File: config.mk
export PLATFORM = sky130hd
export DESIGN_NAME = fetch
export DESIGN_NICKNAME = d
export VERILOG_FILES = /design/src/hw/core_pkg.sv /design/src/hw/fetch.sv
export SDC_FILE = /design/constraint.sdc
export NUM_CORES = 2
export LEC_CHECK = 0
export BUFFER_PORTS_ARGS = -buffer_cell sky130_fd_sc_hd__buf_2
export CORE_MARGIN = 2
export CORE_UTILIZATION = 35
export CTS_CLUSTER_DIAMETER = 60
export DETAILED_ROUTE_END_ITERATION = 10
export GPL_ROUTABILITY_DRIVEN = 0
export MAX_ROUTING_LAYER = met4
export SLEW_MARGIN = 15
export SYNTH_ARGS = -nofsm -noshare
export SYNTH_HDL_FRONTEND = slang
export SYNTH_SLANG_ARGS = --single-unit
export TNS_END_PERCENT = 50
File: constraint.sdc
create_clock -name clk -period 5.21 [get_ports clk]
set_input_delay 0.2605 -clock clk [delete_from_list [all_inputs] [get_ports clk]]
set_output_delay 0.2605 -clock clk [all_outputs]
set_load 0.005 [all_outputs]
File: src/hw/core_pkg.sv
`default_nettype none

package core_pkg;

    localparam int xlen = 32;
    localparam int reg_addr_width = 5;

    typedef enum logic [2:0] {
        state_fetch,
        state_decode,
        state_exec,
        state_mem,
        state_writeback
    } core_state_t;

    // RV32I major opcodes handled by the core
    typedef enum logic [6:0] {
        op_lui    = 7'b0110111,
        op_imm    = 7'b0010011,
        op_reg    = 7'b0110011,
        op_load   = 7'b0000011,
        op_store  = 7'b0100011,
        op_branch = 7'b1100011,
        op_jal    = 7'b1101111
    } opcode_t;

    typedef enum logic [3:0] {
        alu_add,
        alu_sub,
        alu_and,
        alu_or,
        alu_xor,
        alu_slt,
        alu_pass_b
    } alu_op_t;

    typedef struct packed {
        alu_op_t                   alu_op;
        logic [xlen-1:0]           imm;
        logic [reg_addr_width-1:0] rs1;
        logic [reg_addr_width-1:0] rs2;
        logic [reg_addr_width-1:0] rd;
        logic                      use_imm;
        logic                      reg_write;
        logic                      mem_read;
        logic                      mem_write;
        logic                      branch;
        logic                      branch_ne;
        logic                      jump;
    } ctrl_t;

    typedef struct packed {
        logic [xlen-1:0]           alu_result;
        logic [xlen-1:0]           store_data;
        logic [reg_addr_width-1:0] rd;
        logic                      reg_write;
        logic                      mem_read;
        logic                      mem_write;
        logic                      take_branch;
        logic [xlen-1:0]           branch_target;
    } exec_result_t;

    typedef struct packed {
        logic [reg_addr_width-1:0] rd;
        logic                      reg_write;
        logic [xlen-1:0]           write_data;
        logic                      take_branch;
        logic [xlen-1:0]           branch_target;
    } wb_t;

    // Program load strobe with addr as a word index
    typedef struct packed {
        logic            we;
        logic [xlen-1:0] addr;
        logic [xlen-1:0] data;
    } imem_load_t;

    typedef struct packed {
        logic                      valid;
        logic [xlen-1:0]           pc;
        logic [reg_addr_width-1:0] rd;
        logic                      reg_write;
        logic [xlen-1:0]           write_data;
    } retire_t;

endpackage

`default_nettype wire

File: src/hw/fetch.sv
`timescale 1ns/1ps
`default_nettype none

module fetch #(
    parameter int imem_words = 64
) (
    input  logic                      clk,
    input  logic                      rst_n,
    input  core_pkg::core_state_t     state,
    input  logic [core_pkg::xlen-1:0] pc,
    input  core_pkg::imem_load_t      imem_load,
    output logic [core_pkg::xlen-1:0] instr
);

    localparam int idx_width = $clog2(imem_words);

    // addi x0, x0, 0
    localparam logic [core_pkg::xlen-1:0] nop_word = 32'h0000_0013;

    logic [core_pkg::xlen-1:0] imem [imem_words];
    logic [idx_width-1:0]      fetch_idx;
    logic [idx_width-1:0]      load_idx;

    assign fetch_idx = pc[idx_width+1:2];
    assign load_idx  = imem_load.addr[idx_width-1:0];

    // Load port is live whatever the state
    always_ff @(posedge clk) begin
        if (imem_load.we) begin
            imem[load_idx] <= imem_load.data;
        end
    end

    always_ff @(posedge clk or negedge rst_n) begin
        if (!rst_n) begin
            instr <= nop_word;
        end else if (state == core_pkg::state_fetch) begin
            instr <= imem[fetch_idx];
        end
    end

endmodule

`default_nettype wire

# --- After elaboration in Yosys (flattened, before gate mapping) ---
# Memories as Yosys holds them, arrays and structs flattened. A register that Yosys moved wholly into a read port is not among the register bits.
# Index checks and enable logic that the tools add are counted.
word_totals:
  ff_bits: 0
  ram_bits: 2048
  input_bits: 102
  out_inout_bits: 32
  mem_count: 1
memory_table:
  columns: ["memory", "words", "width", "read_ports", "rd_ports_with_merged_regs", "write_ports", "line", "rtl"]
  rows:
  - ["imem", 64, 32, 1, 1, 1, "fetch.sv:20", "logic [core_pkg::xlen-1:0] imem [imem_words];"]
classes:
  n_mux: 2
  reduce_logical: 2
op_table:
  columns: ["cell", "count"]
  rows:
  - ["3-bit zero test", 1]
  - ["1-bit 2-to-1 mux", 2]
  - ["1-bit zero test", 1]

# --- Logic depth before layout (Yosys ltp) ---
logic_depth:
  ltp_word: 2
  depth_mapped: 11
  ltp_nobuf: 6

# --- Worst setup path after synthesis ---
# Ideal clock, no wire load.
synth_timing:
  kind: "input -> register"
  from: "input imem_load[37] (netlist name)"
  to: "memory imem[48][0] (netlist name) (enable)"
  setup_ns: 0.461
  arrival_time_ns: 3.146
  setup_slack_ns: 1.603
  path_stages: 4
  cell_sequence: "clkbuf_1 nand3_1 or3_1 nor3_1"
synth_rtl:
  columns: ["element", "line", "rtl"]
  rows:
  - ["start, declared", "fetch.sv:11", "input core_pkg::imem_load_t imem_load,"]
  - ["end, declared", "fetch.sv:20", null]
# Straight into the memory's write port.

==> impl_metrics.tcl <==
set metrics [dict create \
    grt_use_met1_pct 24.3 \
    rrSetupSlack_ps 2500 \
    h-tree-depth 4 \
    period_share_pct 56.6 \
    finalHoldViolCount 0 \
    synth_area_per_cell_um2 21.4 \
    power_uw 34700 \
    cts.repair.resized 0 \
    min_from "imem_load[9]" \
    slew_headroom_pct 21.6 \
    synth_fp_nets 3824 \
    final_area_um2 91100 \
    status "completed" \
    track_usage_pct 17.8 \
    dieArea_um2 231000 \
    synthDistinctLibCells 34 \
    drtIter0Drc 4328 \
    path_clk_slew_ps 60 \
    routed_wl_mm 203 \
    end_kind "flip-flop" \
    detail-route-antenna-nets 0 \
    hold_class "input pin to flip-flop" \
    rows 175 \
    mappedNetlistArea_um2 79600 \
    period_needed_ps 2950 \
    rr_endpoint "instr[23]" \
    grt_util_met3_pct 2.65 \
    power.leakage_uw 0.0290 \
    grt_overflow 0 \
    die_w_um 481 \
    use_met2_pct 28.3 \
    final.setup_skew_ps 50.6 \
    placed_cell_area_um2 84600 \
    p_seq_share_pct 53.8 \
    initial_utilization_pct 35.1 \
    drc 0 \
    grt_max_degree 96 \
    numCtsBuffers 201 \
    top_level_ports 134 \
    worst_pin_slew_ps 1170 \
    ctsLongestPathBuffers 3 \
    grt_pass1_wl_mm 286 \
    setup_viol 0 \
    yosysSeqAreaShare_pct 78.3 \
    worstReg2RegStart "imem[29][23]" \
    tritoncts "built" \
    start_kind "input pin" \
    top_usage_layer "met2" \
    drive_gt1_share_pct 22.5 \
    report.final.slew_viol_count 0 \
    routedWlPerCell_um 28.5 \
    clock_latency_ps 870 \
    root_buffer "clkbuf_16" \
    io_buffer_count 81 \
    vias_per_cell 5.38 \
    vias 38300 \
    timing_worst_setup_path_type "input pin to flip-flop" \
    ys_seq_elements 2080 \
    ys_warn_count 0 \
    grt_pass1_vias 38200 \
    syn_inst 3722 \
    setup_tns_ps 0 \
    worst-endpoint-arrival_ps 3710 \
    worst_ir_drop_vdd_uv 375 \
    sw_frac_of_total_pct 21.9 \
    cts_sinks 2080 \
    antenna_found_initial 20 \
    rsz0062_at_grt "no" \
    p_int_uw 27100 \
    core_um2 227000 \
    worstHoldEndpoint "imem[42][9]" \
    max_cap_viol_count 0 \
    required_ps 5970 \
    powerDensity_nw_per_um2 381 \
    fmaxAchievable_mhz 339 \
    final_nets 4039 \
    die_h_um 481 \
    dr.pass1.iters 5 \
    p_sw_uw 7600 \
    area_delta_synth_final_pct 14.5 \
    pwr-share-clk_pct 41.1 \
    dpl.hpwl_mm 108 \
    critPathMaxFanout 64 \
    reg2reg_depth 5 \
    combPwrFrac_pct 5.2 \
    hold_depth 1 \
]
layout by cell type, fill, tap and decap left out, types with 64 or more instances in the layout:
cell / netlist / final
edfxtp_1: 2048 / 2048
mux2i_1: 448 / 448
mux4_2: 320 / 320
clkbuf_16: 0 / 202
a22oi_1: 160 / 160
buf_4: 6 / 136
buf_2: 97 / 72
nor2_4: 0 / 64
a211oi_1: 64 / 64
power groups by stage:
| stage | logic, µW | clock network (µW) | registers [µW] |
|---|---|---|---|
| floorplan | 941 | 0 | 19000 |
| global placement | 1780 | 0 | 19000 |
| detailed placement | 1810 | 0 | 19000 |
| CTS | 1810 | 14400 | 18700 |
| global route | 1890 | 15100 | 18600 |
| finish | 1790 | 14200 | 18700 |
area by class of cell:
class	count	area (µm²)
multi-input cells	1417	16800
clock buffers	256	5310
fillers	20000	136000
clock inverters	114	1090
repair buffers	237	1880
well taps	3009	3760
diodes	8	20.0
flip-flops and latches	2080	62300
how the worst max path moves through the flow:
stage	to	depth (start not counted)	from
finish	instr[29]	7	pc[2]
global route	instr[16]	8	pc[2]
CTS	instr[30]	8	pc[2]
detailed placement	instr[30]	8	pc[2]
global placement	instr[30]	8	pc[2]
floorplan	imem[48][0]	4	imem_load[37]
critical path, cell delays in order:
cell and delay, ps:
buf_8 570, nor2b_4 670, buf_4 610, a22oi_1 190, a31oi_1 530, o211ai_1 320, a221o_1 400
logic make-up (layout without fill, tap and decap cells):
logic type / count (synthesis) / in the layout / synth area share [%]
AO/OA/AOI/OAI: 448 / 448 / 4.22
multiplexers: 800 / 800 / 15.1
flip-flops: 2080 / 2080 / 78.3
other: 0 / 8 / 0
AND/OR/NAND/NOR: 169 / 169 / 1.03
buffers and inverters: 225 / 607 / 1.34
sequential cells by signal, summed over array words and instances (netlist names):
| name | cells |
|---|---|
| instr | 32 |
| imem | 2048 |
metal layers:
layer	vias up	part of all wire [%]	wire length, µm
li1	16200	-	-
met4	0	2.3	4730
met1	20700	42	85600
met5	-	0	0
met2	1239	49	99900
met3	274	6.2	12600
per-stage QoR:
step	setup WS [ps]	util, %	hold slack, ps	instances
after floorplan	1600	-	-35.1	3722
after global placement	1320	37.3	343	6736
after detailed placement	1300	37.3	354	6736
after CTS	2220	40.1	31.4	7109
after global routing	2130	40.2	13.8	7114
final	2260	40.2	6.50	7121
Yosys cell counts:
cell          n  area, µm²
mux4_2      320       7210
o211ai_1     32        240
buf_4         6       45.0
o21ai_0      32        160
dfrtp_1      29        726
or3_1         3       18.8
a22oi_1     160       1200
buf_1        22       82.6
a211oi_1     64        480
clkbuf_1     90        338
buf_6         9        101
a22o_1       32        280
mux2_2       27        304
a2111oi_0    32        280
nand3b_1      2       15.0
a221o_1      32        320
buf_8         1       15.0
dfstp_2       3       78.8
nor3_1        3       15.0
o22ai_1      32        200
nor2_2        1       6.26
or3b_2        1       8.76
mux2_1        5       56.3
nand2b_1      4       25.0
a31oi_1      32        200
edfxtp_1   2048      61500
and2_1        1       6.26
nand4_1       1       6.26
nor2b_1      38        238
nand2_1       9       33.8
nand3_1      38        190
mux2i_1     448       4480
buf_2        97        485
nor2_1       68        255
what timing repair did:
| item | in CTS | in global routing |
|---|---|---|
| endpoints found under the hold margin | 32 | 83 |
| buffers inserted | 0 | 0 |
| hold buffers | 3 | 4 |
No activity file was read; power rests on OpenSTA's default activity.
