===== config.mk =====
export PLATFORM = sky130hd
export DESIGN_NAME = register_file
export DESIGN_NICKNAME = d
export VERILOG_FILES = /design/src/hw/core_pkg.sv /design/src/hw/register_file.sv
export SDC_FILE = /design/constraint.sdc
export NUM_CORES = 2
export LEC_CHECK = 0
export BUFFER_PORTS_ARGS = -buffer_cell sky130_fd_sc_hd__buf_2
export CAP_MARGIN = 15
export CORE_MARGIN = 1.5
export CORE_UTILIZATION = 55
export DETAILED_ROUTE_END_ITERATION = 6
export PLACE_DENSITY = 0.71
export SETUP_SLACK_MARGIN = 0.05
export SLEW_MARGIN = 20
export SYNTH_ARGS = -nofsm -noshare
export SYNTH_HDL_FRONTEND = slang
export SYNTH_SLANG_ARGS = --single-unit

===== constraint.sdc =====
create_clock -name clk -period 2.4 [get_ports clk]
set_input_delay 0.36 -clock clk [delete_from_list [all_inputs] [get_ports clk]]
set_output_delay 0.36 -clock clk [all_outputs]
set_load 0.005 [all_outputs]

===== src/hw/core_pkg.sv =====
`default_nettype none

package core_pkg;

    localparam int xlen = 32;
    localparam int reg_addr_width = 5;

    typedef enum logic [2:0] {
        state_fetch,
        state_decode,
        state_exec,
        state_mem,
        state_writeback
    } core_state_t;

    // RV32I major opcodes handled by the core
    typedef enum logic [6:0] {
        op_lui    = 7'b0110111,
        op_imm    = 7'b0010011,
        op_reg    = 7'b0110011,
        op_load   = 7'b0000011,
        op_store  = 7'b0100011,
        op_branch = 7'b1100011,
        op_jal    = 7'b1101111
    } opcode_t;

    typedef enum logic [3:0] {
        alu_add,
        alu_sub,
        alu_and,
        alu_or,
        alu_xor,
        alu_slt,
        alu_pass_b
    } alu_op_t;

    typedef struct packed {
        alu_op_t                   alu_op;
        logic [xlen-1:0]           imm;
        logic [reg_addr_width-1:0] rs1;
        logic [reg_addr_width-1:0] rs2;
        logic [reg_addr_width-1:0] rd;
        logic                      use_imm;
        logic                      reg_write;
        logic                      mem_read;
        logic                      mem_write;
        logic                      branch;
        logic                      branch_ne;
        logic                      jump;
    } ctrl_t;

    typedef struct packed {
        logic [xlen-1:0]           alu_result;
        logic [xlen-1:0]           store_data;
        logic [reg_addr_width-1:0] rd;
        logic                      reg_write;
        logic                      mem_read;
        logic                      mem_write;
        logic                      take_branch;
        logic [xlen-1:0]           branch_target;
    } exec_result_t;

    typedef struct packed {
        logic [reg_addr_width-1:0] rd;
        logic                      reg_write;
        logic [xlen-1:0]           write_data;
        logic                      take_branch;
        logic [xlen-1:0]           branch_target;
    } wb_t;

    // Program load strobe with addr as a word index
    typedef struct packed {
        logic            we;
        logic [xlen-1:0] addr;
        logic [xlen-1:0] data;
    } imem_load_t;

    typedef struct packed {
        logic                      valid;
        logic [xlen-1:0]           pc;
        logic [reg_addr_width-1:0] rd;
        logic                      reg_write;
        logic [xlen-1:0]           write_data;
    } retire_t;

endpackage

`default_nettype wire


===== src/hw/register_file.sv =====
`timescale 1ns/1ps
`default_nettype none

module register_file (
    input  logic                                clk,
    input  logic                                rst_n,
    input  logic                                we,
    input  logic [core_pkg::reg_addr_width-1:0] rs1,
    input  logic [core_pkg::reg_addr_width-1:0] rs2,
    input  logic [core_pkg::reg_addr_width-1:0] rd,
    input  logic [core_pkg::xlen-1:0]           write_data,
    output logic [core_pkg::xlen-1:0]           rs1_data,
    output logic [core_pkg::xlen-1:0]           rs2_data
);

    localparam int num_regs = 2 ** core_pkg::reg_addr_width;

    logic [core_pkg::xlen-1:0] regs [num_regs];

    // x0 is never written, so it stays at its reset value of zero
    always_ff @(posedge clk or negedge rst_n) begin
        if (!rst_n) begin
            for (int i = 0; i < num_regs; i++) begin
                regs[i] <= '0;
            end
        end else if (we && (rd != '0)) begin
            regs[rd] <= write_data;
        end
    end

    assign rs1_data = regs[rs1];
    assign rs2_data = regs[rs2];

endmodule

`default_nettype wire


## Word level (Yosys, flattened, before mapping)

Cells that the tools add are included.

| word-level totals | value |
|---|---|
| register bits after elaboration | 1024 |
| output and inout port bits | 64 |

| operators by class | value |
|---|---|
| order comparisons | 4 |
| mux-type cells | 9 |
| bitwise logic cells | 3 |
| reduce and logical (&&, ||, !) cells | 3 |

Operators by type and width:

| cell | count |
|---|---|
| bitwise mux 1024 bit | 1 |
| binary-select mux 32 bit (select 5 bit) | 2 |
| demux 32 bit (select 5 bit) | 1 |
| two-way mux 32 bit | 5 |
| greater-or-equal comparator 6 bit (second input constant) | 3 |
| NOT 5 -> 6 bit | 3 |
| < comparator 6 x 1 -> 1 bit (second input constant) | 1 |
| nonzero test 5 bit | 1 |
| logical AND 1 bit | 2 |

## Depth between registers and ports, before layout

| depth | value |
|---|---|
| word-level depth | 6 |
| depth in mapped cells | 8 |
| depth with buffers taken out | 5 |

## Worst setup path before layout

No wires, ideal clock.

| timing | value |
|---|---|
| path type | input-to-output |
| start | in rs1[1] (netlist bit) |
| end | out rs1_data[11] (netlist bit) |
| arrival time | 1.569 ns |
| slack | 0.471 ns |
| cell stages on the path | 8 |
| path buffers | 4 |
| cell sequence | buf_2 > buf_4 > buf_2 > buf_2 > mux2i_1 > nand2_1 > a31oi_1 > nand3_1 |

| between the ends | value |
|---|---|
| word-level cells in the longest chain between the ends | 4 |

Ends and longest elaborated chain:

| what | RTL line | text |
|---|---|---|
| start, declared | register_file.sv:8 | `input logic [core_pkg::reg_addr_width-1:0] rs1,` |
| NOT 5 -> 6 bit (not written as such) | register_file.sv:31 | `assign rs1_data = regs[rs1];` |
| binary-select mux 32 bit (select 5 bit) | register_file.sv:31 |  |
| two-way mux 32 bit (not written as such) (2 in series) | register_file.sv:31 |  |
| end, declared | register_file.sv:12 | `output logic [core_pkg::xlen-1:0] rs1_data,` |

No other way between the ends. The select of a mux whose other input is x is not followed.

## Worst setup path after layout

| timing | value |
|---|---|
| start | reg regs[931] (netlist bit) |
| end | out rs1_data[3] (netlist bit) |

| between the ends | value |
|---|---|
| word-level cells in the longest chain between the ends | 3 |

Ends and longest elaborated chain:

| what | RTL line | text |
|---|---|---|
| start, declared | register_file.sv:18 | `logic [core_pkg::xlen-1:0] regs [num_regs];` |
| start signal, assigned by index | register_file.sv:27 | `regs[rd] <= write_data;` |
| binary-select mux 32 bit (select 5 bit) | register_file.sv:31 |  |
| two-way mux 32 bit (not written as such) (2 in series) | register_file.sv:31 |  |

No other way between the ends. The select of a mux whose other input is x is not followed.

==> metrics <==
Comb power frac 20.7%; Worst-path clk slew 0.06 ns; CTS tree done; largest area contributor in the netlist dfrtp_1; final wirelength 175600 um; Synth Flop Type dfrtp_1; Sequential Power Share 44.4%; Crit path depth 8; Synth top cells by count dfrtp_1 (1024), mux2i_1 (1024), mux2_2 (953); max reg flops 1024; Regs by FF count regs x1024; cell repeated most along the worst path buf_6; final setup margin -0.1652 ns; CP Data Required Time 2.04 ns; initial drt markers 3479; reg2reg path depth 3; P_sw 14.94 mW; clk_lat worst skew 0.70 ns; synthesis warning total 0; CTS Root Cell clkbuf_16; synth unique cells 28; worst-path fanout max 2; Routed Antenna Nets 0; Syn Nets 4651; # fillers 7612; Final Hold Violating Endpoints 0; Detailed Place HPWL 104800 um; kind of critical path register to output pin; unrepaired setup endpoints after global routing true; global-route wire length before repair 262000 um; final period utilization 106.9%; Worst Hold Class primary input to asynchronous set/reset pin; largest net degree at the start of global routing 73; Final GP Congestion 0.8650; drt first pass iters 6; Area growth syn-to-layout 18.13%; Least-Margin Pin Slew 0.7904 ns; Syn Inst Count 4601; Max-cap violations 0; GRT overflow 0; average wire per standard cell 28.03 um; Setup Viol. Count Final 38; Post-synth EDFFs 0; Critical Path, Cell by Cell buf_6 -> mux2i_2 -> a22o_1 -> nor3_2 -> a31oi_1 -> buf_4 -> nand3_4 -> buf_6; CP delay by family, top buffers and inverters; Global Route Usage Sum 33.41%; relative slew slack 47.31%; Clock Power Share 34.9%; post-route cell area 66090 sq um; sequential area share after synthesis 45.81%; Leak 31.42 nW; PortBufs 113; layout cells sized above 1 38.49%; synthesized cell area 55940 sq um; Critical R2R Launch regs[949]$_DFFE_PN0P_; CP startpoint kind register; max frequency 389.8 MHz; vias per cell 6.492; Ports 114; max-slew violation count 0; initial antenna violation count 11; Via Count 40.65k; Net Sw Frac 28.64%; CP bufs+invs 3; #FFs+latches synth 1024; final net count 4849; skew final 0 ns; CTS Buffer Depth 3; reg2reg end regs[949]$_DFFE_PN0P_; termination of the worst setup path rs1_data[3]; DRC viols 0; critical path arrival 2.21 ns; Crit. Startpoint regs[931]$_DFFE_PN0P_; DIE HEIGHT 321.9 um; Post-synth ARST share 100.0%; number of global-route vias before repair 40.91k; TritonCTS Buffers 109; Top reg by flops regs; Layout Utilization 65.80%; PwrDens 789.4 nW/um^2; dominant cells by area after synthesis dfrtp_1 (46%), mux2_2 (19%), mux2i_1 (18%); htree depth 3; total die area 103600 sq um; Chip Width 321.9 um; Worst path max stage delay 0.39 ns; reg-to-reg slack, setup 1.34 ns; placed cell areas 60180 sq um; Int Power 37.22 mW; row count 116; CP endpoint kind output pin; Slowest-stage cell, CP dfrtp_1; Post-Syn Area per Cell 12.16 sq um; post-synth top area share 45.81%; status finished with violations; Max IR drop VDD 765.1 uV; Clock Sinks 1024; Core ar. 100400 sq um; failing checks setup timing; Initial Util 55.70%; Tmin final 2.565 ns
-- layout by cell type, fill, tap and decap left out, types with 78 or more instances in the layout --
| master | instances |
|---|---|
| a21oi_1 | 192 |
| a22o_1 | 128 |
| a22oi_1 | 192 |
| buf_12 | 116 |
| buf_2 | 78 |
| buf_4 | 281 |
| clkbuf_16 | 118 |
| dfrtp_1 | 1024 |
| mux2_2 | 953 |
| mux2i_1 | 1022 |
| nand2_1 | 193 |
| nand3_1 | 152 |
-- through the flow --
step | worst slack [ns] | hold slack, ns | std cells | setup TNS (ns) | power (mW)
3_5_place_dp | -0.2039 | 0.2916 | 5983 | -1.408 | 33.32
5_1_grt | -0.2042 | 0.1790 | 6258 | -5.517 | 54.25
2_1_floorplan | 0.4715 | 0.06441 | 4601 | 0 | 29.73
3_3_place_gp | -0.1580 | 0.2905 | 5983 | -1.023 | 32.83
4_1_cts | -0.1716 | 0.1413 | 6219 | -3.737 | 51.81
6_report | -0.1652 | 0.1504 | 6262 | -2.369 | 52.17
-- worst min-delay path by stage --
stage          startpoint  cells after the start  slack (ns)                    end
5_1_grt             rst_n                      2        0.18  regs[726]$_DFFE_PN0P_
2_1_floorplan       rst_n                      0        0.06    regs[0]$_DFFE_PN0P_
3_3_place_gp        rst_n                      1        0.29  regs[214]$_DFFE_PN0P_
3_5_place_dp        rst_n                      1        0.29  regs[726]$_DFFE_PN0P_
6_report            rst_n                      2        0.15  regs[726]$_DFFE_PN0P_
4_1_cts             rst_n                      2        0.14  regs[726]$_DFFE_PN0P_
-- cell families (layout without fill, tap and decap cells) --
kind of cell           after synthesis  in the layout  synth area share (%)
flip-flops                        1024           1024                 45.81
buffers and inverters              473            767                 4.496
other                                0             10                     0
multiplexers                      2016           2016                 38.29
AO/OA/AOI/OAI                      576            576                 7.014
AND/OR/NAND/NOR                    512            512                 4.395
-- repair_timing --
action,in CTS,in global routing
cloned,2,6
hold buffers,1,0
buffers inserted,30,30
endpoints found under the hold margin,209,0
pin swaps,76,116
setup endpoints to repair,61,63
gates resized for setup,131,118
-- area by class of cell --
| type | count | area (sq um) | share of cell area (%) |
|---|---|---|---|
| Multi-Input combinational cell | 3104 | 28800 | 43.57 |
| Sequential cell | 1024 | 25620 | 38.77 |
| Timing Repair Buffer | 560 | 6040 | 9.139 |
| Clock buffer | 154 | 3251 | 4.919 |
| Tap cell | 1357 | 1698 | 2.569 |
| Clock inverter | 53 | 651.9 | 0.9864 |
| Antenna cell | 10 | 25.02 | 0.03787 |
-- metal layers --
layer / part of all wire (%) / global-route usage, % / wire (um)
met1: 42 / 44.64 / 73660
met2: 47 / 53.86 / 82870
met5: 0.011 / 0 / 19
met3: 6.5 / 5.099 / 11400
met4: 4.3 / 14.82 / 7608
-- power by group through the flow --
stage / Clock, mW / Sequential, mW / Combinational [mW]
2_1_floorplan: 0 / 22.5 / 7.19
3_3_place_gp: 0 / 23.1 / 9.71
3_5_place_dp: 0 / 23.3 / 10.0
4_1_cts: 18.4 / 23.0 / 10.4
5_1_grt: 19.1 / 23.5 / 11.6
6_report: 18.2 / 23.2 / 10.8
Power figures use the tool's default switching activity.
