==> src/hw/core_pkg.sv <==
`default_nettype none

package core_pkg;

    localparam int xlen = 32;
    localparam int reg_addr_width = 5;

    typedef enum logic [2:0] {
        state_fetch,
        state_decode,
        state_exec,
        state_mem,
        state_writeback
    } core_state_t;

    // RV32I major opcodes handled by the core
    typedef enum logic [6:0] {
        op_lui    = 7'b0110111,
        op_imm    = 7'b0010011,
        op_reg    = 7'b0110011,
        op_load   = 7'b0000011,
        op_store  = 7'b0100011,
        op_branch = 7'b1100011,
        op_jal    = 7'b1101111
    } opcode_t;

    typedef enum logic [3:0] {
        alu_add,
        alu_sub,
        alu_and,
        alu_or,
        alu_xor,
        alu_slt,
        alu_pass_b
    } alu_op_t;

    typedef struct packed {
        alu_op_t                   alu_op;
        logic [xlen-1:0]           imm;
        logic [reg_addr_width-1:0] rs1;
        logic [reg_addr_width-1:0] rs2;
        logic [reg_addr_width-1:0] rd;
        logic                      use_imm;
        logic                      reg_write;
        logic                      mem_read;
        logic                      mem_write;
        logic                      branch;
        logic                      branch_ne;
        logic                      jump;
    } ctrl_t;

    typedef struct packed {
        logic [xlen-1:0]           alu_result;
        logic [xlen-1:0]           store_data;
        logic [reg_addr_width-1:0] rd;
        logic                      reg_write;
        logic                      mem_read;
        logic                      mem_write;
        logic                      take_branch;
        logic [xlen-1:0]           branch_target;
    } exec_result_t;

    typedef struct packed {
        logic [reg_addr_width-1:0] rd;
        logic                      reg_write;
        logic [xlen-1:0]           write_data;
        logic                      take_branch;
        logic [xlen-1:0]           branch_target;
    } wb_t;

    // Program load strobe with addr as a word index
    typedef struct packed {
        logic            we;
        logic [xlen-1:0] addr;
        logic [xlen-1:0] data;
    } imem_load_t;

    typedef struct packed {
        logic                      valid;
        logic [xlen-1:0]           pc;
        logic [reg_addr_width-1:0] rd;
        logic                      reg_write;
        logic [xlen-1:0]           write_data;
    } retire_t;

endpackage

`default_nettype wire

==> src/hw/mem.sv <==
`timescale 1ns/1ps
`default_nettype none

module mem #(
    parameter int dmem_words = 64
) (
    input  logic                   clk,
    input  logic                   rst_n,
    input  core_pkg::core_state_t  state,
    input  core_pkg::exec_result_t ex,
    output core_pkg::wb_t          wb
);

    localparam int idx_width = $clog2(dmem_words);

    logic [core_pkg::xlen-1:0] dmem [dmem_words];
    logic [idx_width-1:0]      word_idx;
    logic [core_pkg::xlen-1:0] read_word;
    logic                      in_mem_state;

    assign word_idx     = ex.alu_result[idx_width+1:2];
    assign read_word    = dmem[word_idx];
    assign in_mem_state = (state == core_pkg::state_mem);

    always_ff @(posedge clk) begin
        if (in_mem_state && ex.mem_write) begin
            dmem[word_idx] <= ex.store_data;
        end
    end

    always_ff @(posedge clk or negedge rst_n) begin
        if (!rst_n) begin
            wb <= '0;
        end else if (in_mem_state) begin
            wb.rd            <= ex.rd;
            wb.reg_write     <= ex.reg_write;
            wb.write_data    <= ex.mem_read ? read_word : ex.alu_result;
            wb.take_branch   <= ex.take_branch;
            wb.branch_target <= ex.branch_target;
        end
    end

endmodule

`default_nettype wire

==> config.mk <==
export PLATFORM = sky130hd
export DESIGN_NAME = mem
export DESIGN_NICKNAME = d
export VERILOG_FILES = /design/src/hw/core_pkg.sv /design/src/hw/mem.sv
export SDC_FILE = /design/constraint.sdc
export NUM_CORES = 2
export LEC_CHECK = 0
export BUFFER_PORTS_ARGS = -buffer_cell sky130_fd_sc_hd__buf_4
export CORE_MARGIN = 2
export CORE_UTILIZATION = 56
export CTS_CLUSTER_SIZE = 16
export DETAILED_ROUTE_END_ITERATION = 6
export PLACE_DENSITY = 0.75
export SLEW_MARGIN = 20
export SYNTH_ARGS = -nofsm -noshare
export SYNTH_HDL_FRONTEND = slang
export SYNTH_SLANG_ARGS = --single-unit
==> constraint.sdc <==
create_clock -name clk -period 1.52 [get_ports clk]
set_input_delay 0.152 -clock clk [delete_from_list [all_inputs] [get_ports clk]]
set_output_delay 0.152 -clock clk [all_outputs]
set_load 0.02 [all_outputs]
# [Word level (Yosys, flattened, before mapping)]
# Memories as Yosys holds them, arrays and structs flattened.
# Index checks and enable logic that the tools add are counted.
[word_totals] reg_bits=71 ramBits=2048 inputBits=110 output_inout_bits=71 word_cells=11 mem_count=1
[classes] eq_ne=1 muxes=3 n_reduce_logical=1
[memory_table] name="dmem" words=64 width=32 rd=1 rd_clocked_by_memory_dff=0 wr=1 line_no="mem.sv:16" source="logic [core_pkg::xlen-1:0] dmem [dmem_words];"
[op_table] cell="$mux 32" n=1
[op_table] cell="$eq 3x2->1 const B" n=1
[op_table] cell="$mux 1" n=2
[op_table] cell="$logic_and 1x1->1" n=1

# [Logic depth before layout (Yosys ltp)]
[logic_depth] ltp_word=4 depth_mapped=11 ltp_nobuf=6

# [Worst setup path before layout]
# No wires, ideal clock.
[synth_path] path_type="input to register" from="input ex[75] (netlist name)" to="memory dmem[15][0] (netlist name) (enable)" arrival_time_ns=2.677 setup_slack_ns=-1.579 stages=8 path_cell_list="buf_6 -> buf_6 -> buf_6 -> buf_4 -> nand2_1 -> nor2_1 -> nand2_1 -> nor2_1"
[synth_lines] element="start: declaration" line_no="mem.sv:10" source="input core_pkg::exec_result_t ex,"
[synth_lines] element="end: declaration" line_no="mem.sv:16"
# No word-level cell before the write port.

# [Worst setup path in the final report]
[layout_path] from="memory dmem[23][23] (netlist name)" to="register wb[56] (netlist name)"
[layout_via] elab_chain_len=2
[layout_rtl] element="$mem_v2 64x32"
[layout_rtl] element="$mux 32" line_no="mem.sv:37" source="wb.write_data <= ex.mem_read ? read_word : ex.alu_result;"
[layout_rtl] element="end: declaration" line_no="mem.sv:11" source="output core_pkg::wb_t wb"
# No other way between the ends.
# A chain may end at the register's enable or synchronous reset.

==> summary.md <==
| Metric | Value |
|---|---|
| DIE AREA | 0.150 mm2 |
| Critical Path Sink Type | flop |
| Antenna violations before repair | 14 |
| Yosys reg bits | 2,119 |
| Post-synthesis mux area share | 8.56% |
| Share of layout cells above drive strength 1 | 34.8% |
| Drt initial violations | 9,985 |
| Die height | 387 um |
| Synthesis-to-layout area growth | 25.9% |
| Total power | 126 mW |
| GP Congestion | 0.985 |
| Synthesized instance count | 4,539 |
| Synth Flop Type | edfxtp_1 |
| Critical path class | reg2reg |
| Max VDD drop | 1.19 mV |
| Synth Area per Inst | 18.1 um2 |
| Reg2reg end | wb[56]$_DFFE_PN0N_ |
| Multi-input gate area | 0.0192 mm2 |
| Routed WL | 298,000 um |
| Hold endpoint | wb[38]$_DFFE_PN0N_ |
| Largest fanout on the critical path | 1 |
| Grt ovf | 0 |
| Simple logic cell fraction of the synthesized area | 2.93% |
| Leakage | 35.0 nW |
| Clk root buf | clkbuf_16 |
| CTS max path bufs | 3 |
| Reg-to-reg setup timing slack | -0.48 ns |
| Clock transition at path regs | 0.06 ns |
| Adder-Cell Fraction of Synth Area | 0% |
| Starting Density | 56.4% |
| TritonCTS clock tree | built |
| Synth warn | 0 |
| DRC violations left | 2 |
| Final #Nets | 5,635 |
| Routed len/inst | 39.2 um |
| Largest net degree at the start of global routing | 65 |
| Register area share after synthesis | 77.0% |
| Worst Skew | 0.0476 ns |
| Clk sinks | 2,119 |
| Share of flip-flops with an asynchronous set or reset | 3.35% |
| Worst Path Required | 2.23 ns |
| Std cell rows | 140 |
| Worst reg2reg path depth | 6 |
| Final Hold Viols | 0 |
| Slew headroom | 34.3% |
| Core box area | 0.146 mm2 |
| Final setup fails | 161 |
| Max-cap viol count | 0 |
| Final min period | 2.00 ns |
| Failing checks | DRC, setup timing |
| Compound-Gate Fraction of Synth Area | 9.17% |
| Worst Tran Pin Value | 0.975 ns |
| Hold_sp | ex[79] |
| Hold/Removal Path Class | in2reg |
| Post-Synthesis Cell Area | 0.0822 mm2 |
| Tot GR Track Use | 39.3% |
| I/O pins | 181 |
| CP arrival | 2.72 ns |
| Setup crit start kind | flop |
| Status | complete, but fails checks |
| Htree depth | 4 |
| Die Wd | 387 um |
| F_max | 500 MHz |
| Post-route ant nets | 0 |
| RSZ-0062 raised after global routing | yes |
| Filler cell count | 8,272 |
| Post-synth EDFFs | 2,048 |
| Worst hold stages | 5 |
| TritonRoute pass-1 iters | 7 |
| Period utilization | 132% |
| Max Slew Vio Count | 0 |
| Setup TNS | -14.18 ns |
| Clk_lat worst skew | 0.87 ns |
| Via-per-instance ratio | 7.23 |
| First-pass GRT wire length | 410,000 um |
| Syn nets | 4,649 |
| Cts bufs inserted | 204 |
| Pwr Density | 1220 mW/mm2 |
| Via count | 55,100 |
| Final worst setup slack | -0.482 ns |
| R2R Path Start | dmem[23][23]$_DFFE_PP_ |
| Largest family of logic cells by synthesized area | compound AO/OA/AOI/OAI gates |
| Vias in the first global route | 53,500 |
| DP HPWL | 186,000 um |
| Post-synth cell types | 75 |
| Synth Area in XOR/XNOR | 0% |
| # port buffers | 180 |
| Register area | 0.0633 mm2 |
[power breakdown]
group	switching, mW	leakage, nW	internal (mW)
registers	0.496	19.2	64.4
clock network	22.0	3.22	28.7
logic	6.27	12.6	4.32
[worst max-delay path by stage]
stage / slack (ns) / depth (start not counted) / end / startpoint
after floorplan: -0.52 / 6 / dmem[48][0]$_DFFE_PP_ / ex[75]
after global placement: -1.39 / 10 / wb[47]$_DFFE_PN0N_ / ex[76]
after detailed placement: -1.28 / 9 / wb[47]$_DFFE_PN0N_ / ex[75]
after CTS: -0.46 / 7 / wb[34]$_DFFE_PN0N_ / dmem[26][1]$_DFFE_PP_
after global routing: -0.49 / 7 / wb[34]$_DFFE_PN0N_ / dmem[26][1]$_DFFE_PP_
final: -0.48 / 6 / wb[56]$_DFFE_PN0N_ / dmem[23][23]$_DFFE_PP_
[synth_stat cells (37+ instances only)]
| library cell | n | area (um2) |
|---|---|---|
| edfxtp_1 | 2048 | 61500 |
| a221oi_1 | 252 | 2210 |
| nand2_1 | 233 | 875 |
| mux2_2 | 217 | 2440 |
| mux2i_1 | 196 | 1960 |
| a22oi_1 | 183 | 1370 |
| nor2_1 | 155 | 582 |
| o21ai_0 | 130 | 651 |
| a21oi_1 | 128 | 641 |
| buf_2 | 115 | 576 |
| mux4_2 | 110 | 2480 |
| o22ai_1 | 91 | 569 |
| clkbuf_1 | 88 | 330 |
| dfrtp_1 | 71 | 1780 |
| buf_4 | 57 | 428 |
| a221o_1 | 42 | 420 |
| buf_6 | 37 | 417 |
[critical path, stage by stage (launching register included)]
cell and delay (ns):
edfxtp_1 0.37, mux4_2 0.48, a221o_1 0.37, a21oi_2 0.16
nand4b_1 0.17, buf_6 0.18, a2bb2oi_2 0.12
[stage by stage]
stage               cell area (um2)  util (%)  hold slack, ns  setup slack (ns)  instances
floorplan                     83000         -          -0.144            -0.524       4539
global placement              94000      64.5          0.0948             -1.39       7124
detailed placement            94000      64.5          0.0964             -1.28       7124
CTS                          103000      70.7         0.00202            -0.459       7612
global route                 103000      71.0          0.0514            -0.489       7612
finish                       104000      71.0          0.0231            -0.482       7618
[area by class of cell]
cell class,count,share of cell area [%]
Sequential cell,2119,61.2
Tap cell,1917,2.32
Clock inverter,100,1.03
Multi-Input combinational cell,2090,18.5
Inverter,3,0.0205
Clock buffer,276,5.36
Antenna cell,6,0.0145
Timing Repair Buffer,1107,11.6
[flip-flops by register name (all words and copies together), names as in the netlist]
register / flops
dmem: 2048
wb: 71
[repair_timing]
| action | in CTS | in global routing |
|---|---|---|
| buffers inserted | 13 | 2 |
| hold endpoints to repair | 2186 | 0 |
| pin swaps | 102 | 57 |
| endpoints found under the setup margin | 174 | 146 |
| hold buffers | 106 | 0 |
| gates cloned | 0 | 0 |
| resized for setup | 295 | 92 |
[routing by layer]
layer  global-route usage [%]  vias to the layer above  wire (um)
met3                     14.6                     1441      54000
li1                         -                    20700          -
met2                     56.5                     6032     127000
met1                     50.5                    26900      93100
met4                     25.4                       12      24100
met5                        0                        -         80
[logic make-up after synthesis]
logic type	Yosys count
compound gates	1024
mux	535
simple gates	531
flops	2119
buf+inv	330
[layout by cell type (no fill, tap or decap), types with 10 or more instances in the layout]
cell	instances
a21oi_1	106
a31oi_1	34
or3_1	24
nor3_1	16
a221oi_4	11
a22oi_2	23
o21ai_2	10
o22ai_1	75
clkinv_2	33
mux4_2	110
bufinv_16	18
a22oi_1	160
edfxtp_1	2048
dfrtp_1	51
buf_12	248
o2bb2ai_1	14
clkbuf_16	208
clkbuf_1	59
buf_6	74
mux2_2	202
o22ai_2	15
o21ai_1	15
clkinv_1	30
dfrtp_2	20
a221oi_2	74
dlygate4sd3_1	104
mux2_4	23
a21oi_2	22
nand3_1	11
nand2_1	217
o21ai_0	105
buf_4	678
nor2_1	85
a221oi_1	176
a22o_1	36
a221o_1	42
mux2i_1	187
nor2_4	70
Power figures use the tool's default switching activity.
