$ cat src/hw/core_pkg.sv
`default_nettype none

package core_pkg;

    localparam int xlen = 32;
    localparam int reg_addr_width = 5;

    typedef enum logic [2:0] {
        state_fetch,
        state_decode,
        state_exec,
        state_mem,
        state_writeback
    } core_state_t;

    // RV32I major opcodes handled by the core
    typedef enum logic [6:0] {
        op_lui    = 7'b0110111,
        op_imm    = 7'b0010011,
        op_reg    = 7'b0110011,
        op_load   = 7'b0000011,
        op_store  = 7'b0100011,
        op_branch = 7'b1100011,
        op_jal    = 7'b1101111
    } opcode_t;

    typedef enum logic [3:0] {
        alu_add,
        alu_sub,
        alu_and,
        alu_or,
        alu_xor,
        alu_slt,
        alu_pass_b
    } alu_op_t;

    typedef struct packed {
        alu_op_t                   alu_op;
        logic [xlen-1:0]           imm;
        logic [reg_addr_width-1:0] rs1;
        logic [reg_addr_width-1:0] rs2;
        logic [reg_addr_width-1:0] rd;
        logic                      use_imm;
        logic                      reg_write;
        logic                      mem_read;
        logic                      mem_write;
        logic                      branch;
        logic                      branch_ne;
        logic                      jump;
    } ctrl_t;

    typedef struct packed {
        logic [xlen-1:0]           alu_result;
        logic [xlen-1:0]           store_data;
        logic [reg_addr_width-1:0] rd;
        logic                      reg_write;
        logic                      mem_read;
        logic                      mem_write;
        logic                      take_branch;
        logic [xlen-1:0]           branch_target;
    } exec_result_t;

    typedef struct packed {
        logic [reg_addr_width-1:0] rd;
        logic                      reg_write;
        logic [xlen-1:0]           write_data;
        logic                      take_branch;
        logic [xlen-1:0]           branch_target;
    } wb_t;

    // Program load strobe with addr as a word index
    typedef struct packed {
        logic            we;
        logic [xlen-1:0] addr;
        logic [xlen-1:0] data;
    } imem_load_t;

    typedef struct packed {
        logic                      valid;
        logic [xlen-1:0]           pc;
        logic [reg_addr_width-1:0] rd;
        logic                      reg_write;
        logic [xlen-1:0]           write_data;
    } retire_t;

endpackage

`default_nettype wire

$ cat src/hw/decode.sv
`timescale 1ns/1ps
`default_nettype none

module decode (
    input  logic                      clk,
    input  logic                      rst_n,
    input  core_pkg::core_state_t     state,
    input  logic [core_pkg::xlen-1:0] instr,
    output core_pkg::ctrl_t           ctrl
);

    core_pkg::opcode_t opcode;
    core_pkg::ctrl_t   ctrl_next;
    logic [2:0]        funct3;
    logic              funct7_b5;

    logic [core_pkg::xlen-1:0] imm_i;
    logic [core_pkg::xlen-1:0] imm_s;
    logic [core_pkg::xlen-1:0] imm_b;
    logic [core_pkg::xlen-1:0] imm_u;
    logic [core_pkg::xlen-1:0] imm_j;

    assign opcode    = core_pkg::opcode_t'(instr[6:0]);
    assign funct3    = instr[14:12];
    assign funct7_b5 = instr[30];

    assign imm_i = {{20{instr[31]}}, instr[31:20]};
    assign imm_s = {{20{instr[31]}}, instr[31:25], instr[11:7]};
    assign imm_b = {{19{instr[31]}}, instr[31], instr[7], instr[30:25], instr[11:8], 1'b0};
    assign imm_u = {instr[31:12], 12'b0};
    assign imm_j = {{11{instr[31]}}, instr[31], instr[19:12], instr[20], instr[30:21], 1'b0};

    // Shared funct3 mapping for register and immediate ALU forms
    function automatic core_pkg::alu_op_t alu_from_funct(input logic [2:0] f3,
                                                         input logic sub);
        core_pkg::alu_op_t op;
        case (f3)
            3'b000:  op = sub ? core_pkg::alu_sub : core_pkg::alu_add;
            3'b010:  op = core_pkg::alu_slt;
            3'b100:  op = core_pkg::alu_xor;
            3'b110:  op = core_pkg::alu_or;
            3'b111:  op = core_pkg::alu_and;
            default: op = core_pkg::alu_add;
        endcase
        return op;
    endfunction

    always_comb begin
        ctrl_next        = '0;
        ctrl_next.alu_op = core_pkg::alu_add;
        ctrl_next.rs1    = instr[19:15];
        ctrl_next.rs2    = instr[24:20];
        ctrl_next.rd     = instr[11:7];
        case (opcode)
            core_pkg::op_lui: begin
                ctrl_next.alu_op    = core_pkg::alu_pass_b;
                ctrl_next.imm       = imm_u;
                ctrl_next.use_imm   = 1'b1;
                ctrl_next.reg_write = 1'b1;
            end
            core_pkg::op_imm: begin
                ctrl_next.alu_op    = alu_from_funct(funct3, 1'b0);
                ctrl_next.imm       = imm_i;
                ctrl_next.use_imm   = 1'b1;
                ctrl_next.reg_write = 1'b1;
            end
            core_pkg::op_reg: begin
                ctrl_next.alu_op    = alu_from_funct(funct3, funct7_b5);
                ctrl_next.reg_write = 1'b1;
            end
            core_pkg::op_load: begin
                ctrl_next.imm       = imm_i;
                ctrl_next.use_imm   = 1'b1;
                ctrl_next.reg_write = 1'b1;
                ctrl_next.mem_read  = 1'b1;
            end
            core_pkg::op_store: begin
                ctrl_next.imm       = imm_s;
                ctrl_next.use_imm   = 1'b1;
                ctrl_next.mem_write = 1'b1;
            end
            core_pkg::op_branch: begin
                ctrl_next.imm       = imm_b;
                // Only beq and bne
                ctrl_next.branch    = (funct3[2:1] == 2'b00);
                ctrl_next.branch_ne = funct3[0];
            end
            core_pkg::op_jal: begin
                ctrl_next.imm       = imm_j;
                ctrl_next.reg_write = 1'b1;
                ctrl_next.jump      = 1'b1;
            end
            default: ;
        endcase
    end

    always_ff @(posedge clk or negedge rst_n) begin
        if (!rst_n) begin
            ctrl <= '0;
        end else if (state == core_pkg::state_decode) begin
            ctrl <= ctrl_next;
        end
    end

endmodule

`default_nettype wire

$ cat config.mk
export PLATFORM = sky130hd
export DESIGN_NAME = decode
export DESIGN_NICKNAME = d
export VERILOG_FILES = /design/src/hw/core_pkg.sv /design/src/hw/decode.sv
export SDC_FILE = /design/constraint.sdc
export NUM_CORES = 1
export LEC_CHECK = 0
export ABC_AREA = 1
export ABC_CLOCK_PERIOD_IN_PS = 1600
export BUFFER_PORTS_ARGS = -buffer_cell sky130_fd_sc_hd__buf_2
export CAP_MARGIN = 15
export CORE_UTILIZATION = 50
export CTS_CLUSTER_SIZE = 16
export DETAILED_ROUTE_END_ITERATION = 12
export PLACE_DENSITY = 0.79
export SETUP_SLACK_MARGIN = 0.5
export SYNTH_ARGS = -nofsm -noshare
export SYNTH_HDL_FRONTEND = slang
export SYNTH_SLANG_ARGS = --single-unit
$ cat constraint.sdc
create_clock -name clk -period 1.6 [get_ports clk]
set_input_delay 0.24 -clock clk [delete_from_list [all_inputs] [get_ports clk]]
set_output_delay 0.24 -clock clk [all_outputs]
set_load 0.05 [all_outputs]
# == Word level (Yosys, flattened, before mapping) ==
# Index checks and enable logic that the tools add are counted.
# op_classes
n_reduce_logical,5
n_eq_ne,12
muxes,11
# op_table
op,n
32-bit one-hot mux with 5 select lines,1
7-bit by 6-bit equality test with 1-bit output (second input constant),3
3-bit one-hot mux with 5 select lines,1
7-bit equality test (second input constant),2
3-bit one-hot mux with 4 select lines,1
3-bit equality test (second input constant),3
3-bit one-hot mux with 3 select lines,1
7-bit by 2-bit equality test with 1-bit output (second input constant),1
7-bit by 5-bit equality test with 1-bit output (second input constant),1
1-bit 2-to-1 mux,6
5-bit OR reduction,1
4-bit OR reduction,1
3-bit by 1-bit equality test with 1-bit output (second input constant),1
3-bit by 2-bit equality test with 1-bit output (second input constant),1
3-bit zero test,1
2-bit zero test,1
2-bit 2-to-1 mux,1
2-bit OR reduction,1
# totals
ff_bits,58
word_cells,40

# == Logic depth before layout (Yosys ltp) ==
# depth
depth_word,3
depth_mapped,9
mapped_depth_nobuf,9

# == Worst setup path before layout ==
# No wires, ideal clock.
# synth_timing
path_kind,reg2reg
from,register ctrl[5] (netlist name)
to,register ctrl[5] in the netlist's numbering
arrival_time_ns,1.005
n_path_buf,0
slack_ns,0.469
setup_ns,0.126
stages_incl_launch_ff,3
path_cell_list,dfrtp_1 > or2_2 > a21boi_1
# synth_rtl
item,line_no,rtl
"end signal, assigned",decode.sv:101,ctrl <= ctrl_next;
"end, declared",decode.sv:9,output core_pkg::ctrl_t ctrl

# == Worst setup path in the final report ==
# layout_timing
from,register ctrl[4] in the netlist's numbering
to,output ctrl[4] in the netlist's numbering
# No word-level cell between the ends.

==> results.json <==
{
  "start_kind": "flop",
  "rows": 26,
  "clockBufferDepth": 2,
  "synth_area_leaders": "dfrtp_1, nand2_1, inv_1",
  "dieArea_mm2": 0.00569,
  "diodes": 0,
  "ios": 95,
  "grt_overflow": 0,
  "reg_top3": "ctrl x57",
  "drcViolationCount": 0,
  "yosys_register_bits": 57,
  "routedWlPerCell_um": 13.4,
  "routed_wl_mm": 7.25,
  "synth_xor_area_share_pct": 0,
  "yosys-top-cells-count": "nand2_1, dfrtp_1, inv_1",
  "grt_pass1_wl_mm": 11.0,
  "nets": 502,
  "p_int_w": 0.00294,
  "netlist_area_mm2": 0.00270,
  "cts_max_level": 3,
  "cp_top_family": "flip-flops",
  "power_frac_clock_pct": 38.4,
  "ir_drop_mv": 0.739,
  "hold_viol": 0,
  "worstPathRequired_ns": 1.36,
  "max-cap-violations": 0,
  "synth_top_area_share_pct": 52.9,
  "cp_max_fo": 2,
  "ant_nets": 0,
  "rsz0062_at_grt": "yes",
  "place_hpwl_mm": 4.56,
  "largest_reg_flops": 57,
  "ys.flop_type": "dfrtp_1",
  "criticalPathCategory": "reg2out",
  "p_comb_share_pct": 23.1,
  "drt_first_pass_iters": 4,
  "fmax_mhz": 862,
  "yosys_warnings": 0,
  "cts_buffers": 9,
  "start_util_pct": 52.5,
  "period_share_pct": 72.5,
  "p_per_area_mw_per_mm2": 1030,
  "crit_arrival_ns": 0.92,
  "syn_inst": 343,
  "p_leak_nw": 2.36,
  "finalSetupViolCount": 0,
  "fill_cells": 359,
  "worst_slack_ns": 0.439,
  "synth-simple-area-share_pct": 31.6,
  "grt_util_all_layers_pct": 26.4,
  "muxShareOfSynthArea_pct": 0,
  "synth_cell_types": 28,
  "ys_seq_area_share_pct": 52.9,
  "clk_pin_slew_worst_paths_ns": 0.07,
  "synth_top_family_by_area": "simple AND/OR/NAND/NOR gates",
  "core_mm2": 0.00514,
  "fp.dieH_um": 75.4,
  "cpMaxStageDelayCell": "dfrtp_1",
  "fin_tns_setup_ns": 0,
  "drt_iter0_markers": 144,
  "yosysTopAreaCell": "dfrtp_1",
  "vias": 2705,
  "whs_ns": 0.107,
  "place.gp.congestion": 0.999,
  "hold_class": "in2reg",
  "syn-num-nets": 380,
  "status": "finished, final reports clean",
  "dp_slack_ns": 0.194,
  "r2r_slack_ns": 0.55,
  "cp_num_buf_inv": 1,
  "dieWidth_um": 75.4,
  "clk_latency_ns": 0.34,
  "grt_pass1_vias": 2547,
  "drive_above_1_share_pct": 33.8,
  "sequentialPowerShare_pct": 38.5,
  "synth_most_common_cell": "nand2_1",
  "cts_tree": "yes",
  "synth_compound_area_share_pct": 8.12,
  "min_period_ns": 1.16,
  "clock_sinks": 57,
  "slowest_delay_ns": 0.41,
  "antenna_found_initial": 0,
  "synth_edf_count": 0,
  "power.switching_w": 0.00126,
  "port_buffers": 93,
  "crit_path_end_kind": "primary output",
  "ys_async_sr_fraction_pct": 100,
  "finalMaxSlewViolations": 0,
  "viasPerCell": 5.01,
  "fin_worst_skew_ns": 0,
  "area_delta_synth_final_pct": 50.6,
  "grt_max_degree": 62,
  "top_register": "ctrl",
  "synth.avg_cell_area_um2": 7.86,
  "worstPathCellList": "buf_6",
  "synth-adder-area-share_pct": 0,
  "swShare_pct": 30.1,
  "root_buffer": "clkbuf_8"
}
## cell usage in the layout (no fill, tap or decap), types with 2 or more instances in the layout
master,netlist,routed
nand2_1,165,164
buf_6,2,57
dfrtp_1,57,56
buf_2,6,36
inv_1,27,27
buf_4,2,27
nor2_1,15,14
o21ai_0,14,14
a31oi_1,12,12
clkbuf_8,0,9
nand2_2,5,6
nand3_1,6,6
nor2_2,3,4
buf_12,0,4
nor2_4,3,3
nand4_1,3,3
o21ai_1,3,3
bufinv_16,0,3
nand3_2,2,2
a21oi_1,2,2
a2bb2oi_1,2,2
clkbuf_1,4,2
## worst paths after layout
path | from | endpoint | depth (start not counted)
hold reg to reg | ctrl[39] | ctrl[39] | 2
max in group asynchronous | rst_n | ctrl[5] | 3
setup / recovery | ctrl[4] | ctrl[4] | 1
min in group asynchronous | rst_n | ctrl[30] | 3
hold / removal | instr[19] | ctrl[21] | 3
setup reg to reg | ctrl[50] | ctrl[50] | 6
## stage by stage
stage                     util (%)  cell area, um^2  power, W  instances
final                         79.0             4060   0.00420        540
after floorplan                  -             2700   0.00214        343
after global routing          79.0             4060   0.00434        540
after CTS                     76.5             3930   0.00418        525
after global placement        63.0             3240   0.00238        496
after detailed placement      63.0             3240   0.00239        496
## power groups by stage
stage	Sequential, W	Clock (W)	Combinational (W)
detailed placement	0.00162	0	0.000776
CTS	0.00161	0.00163	0.000941
global placement	0.00162	0	0.000768
global route	0.00163	0.00168	0.00103
finish	0.00162	0.00161	0.000969
floorplan	0.00197	0	0.000173
## repair_timing
item / 4_1_cts / 5_1_grt
gates resized for setup: 114 / 3
setup endpoints to repair: 57 / 75
hold buffers: 1 / 0
cloned: 0 / 0
setup buffers: 12 / 15
endpoints found under the hold margin: 57 / 0
pin swaps: 0 / 1
## layer usage
metal	GRT usage (%)	part of all wire, %
met5	0	0
met4	11.9	2.1
met3	5.42	6.1
met2	45.5	50
met1	32.1	42
## final cells by class
class	instances	area [um^2]	area share, %
Clock buffer	11	131	3.24
Clock inverter	5	104	2.56
Inverter	30	115	2.84
Multi-Input combinational cell	242	1080	26.6
Sequential cell	57	1430	35.2
Tap cell	70	87.6	2.16
Timing Repair Buffer	125	1110	27.5
## cells by family (layout without fill, tap and decap cells)
kind of cell           Yosys count  in the layout
other                            1              1
flip-flops                      57             57
AO/OA/AOI/OAI                   36             36
AND/OR/NAND/NOR                205            205
buffers and inverters           44            171
Power figures use the tool's default switching activity.
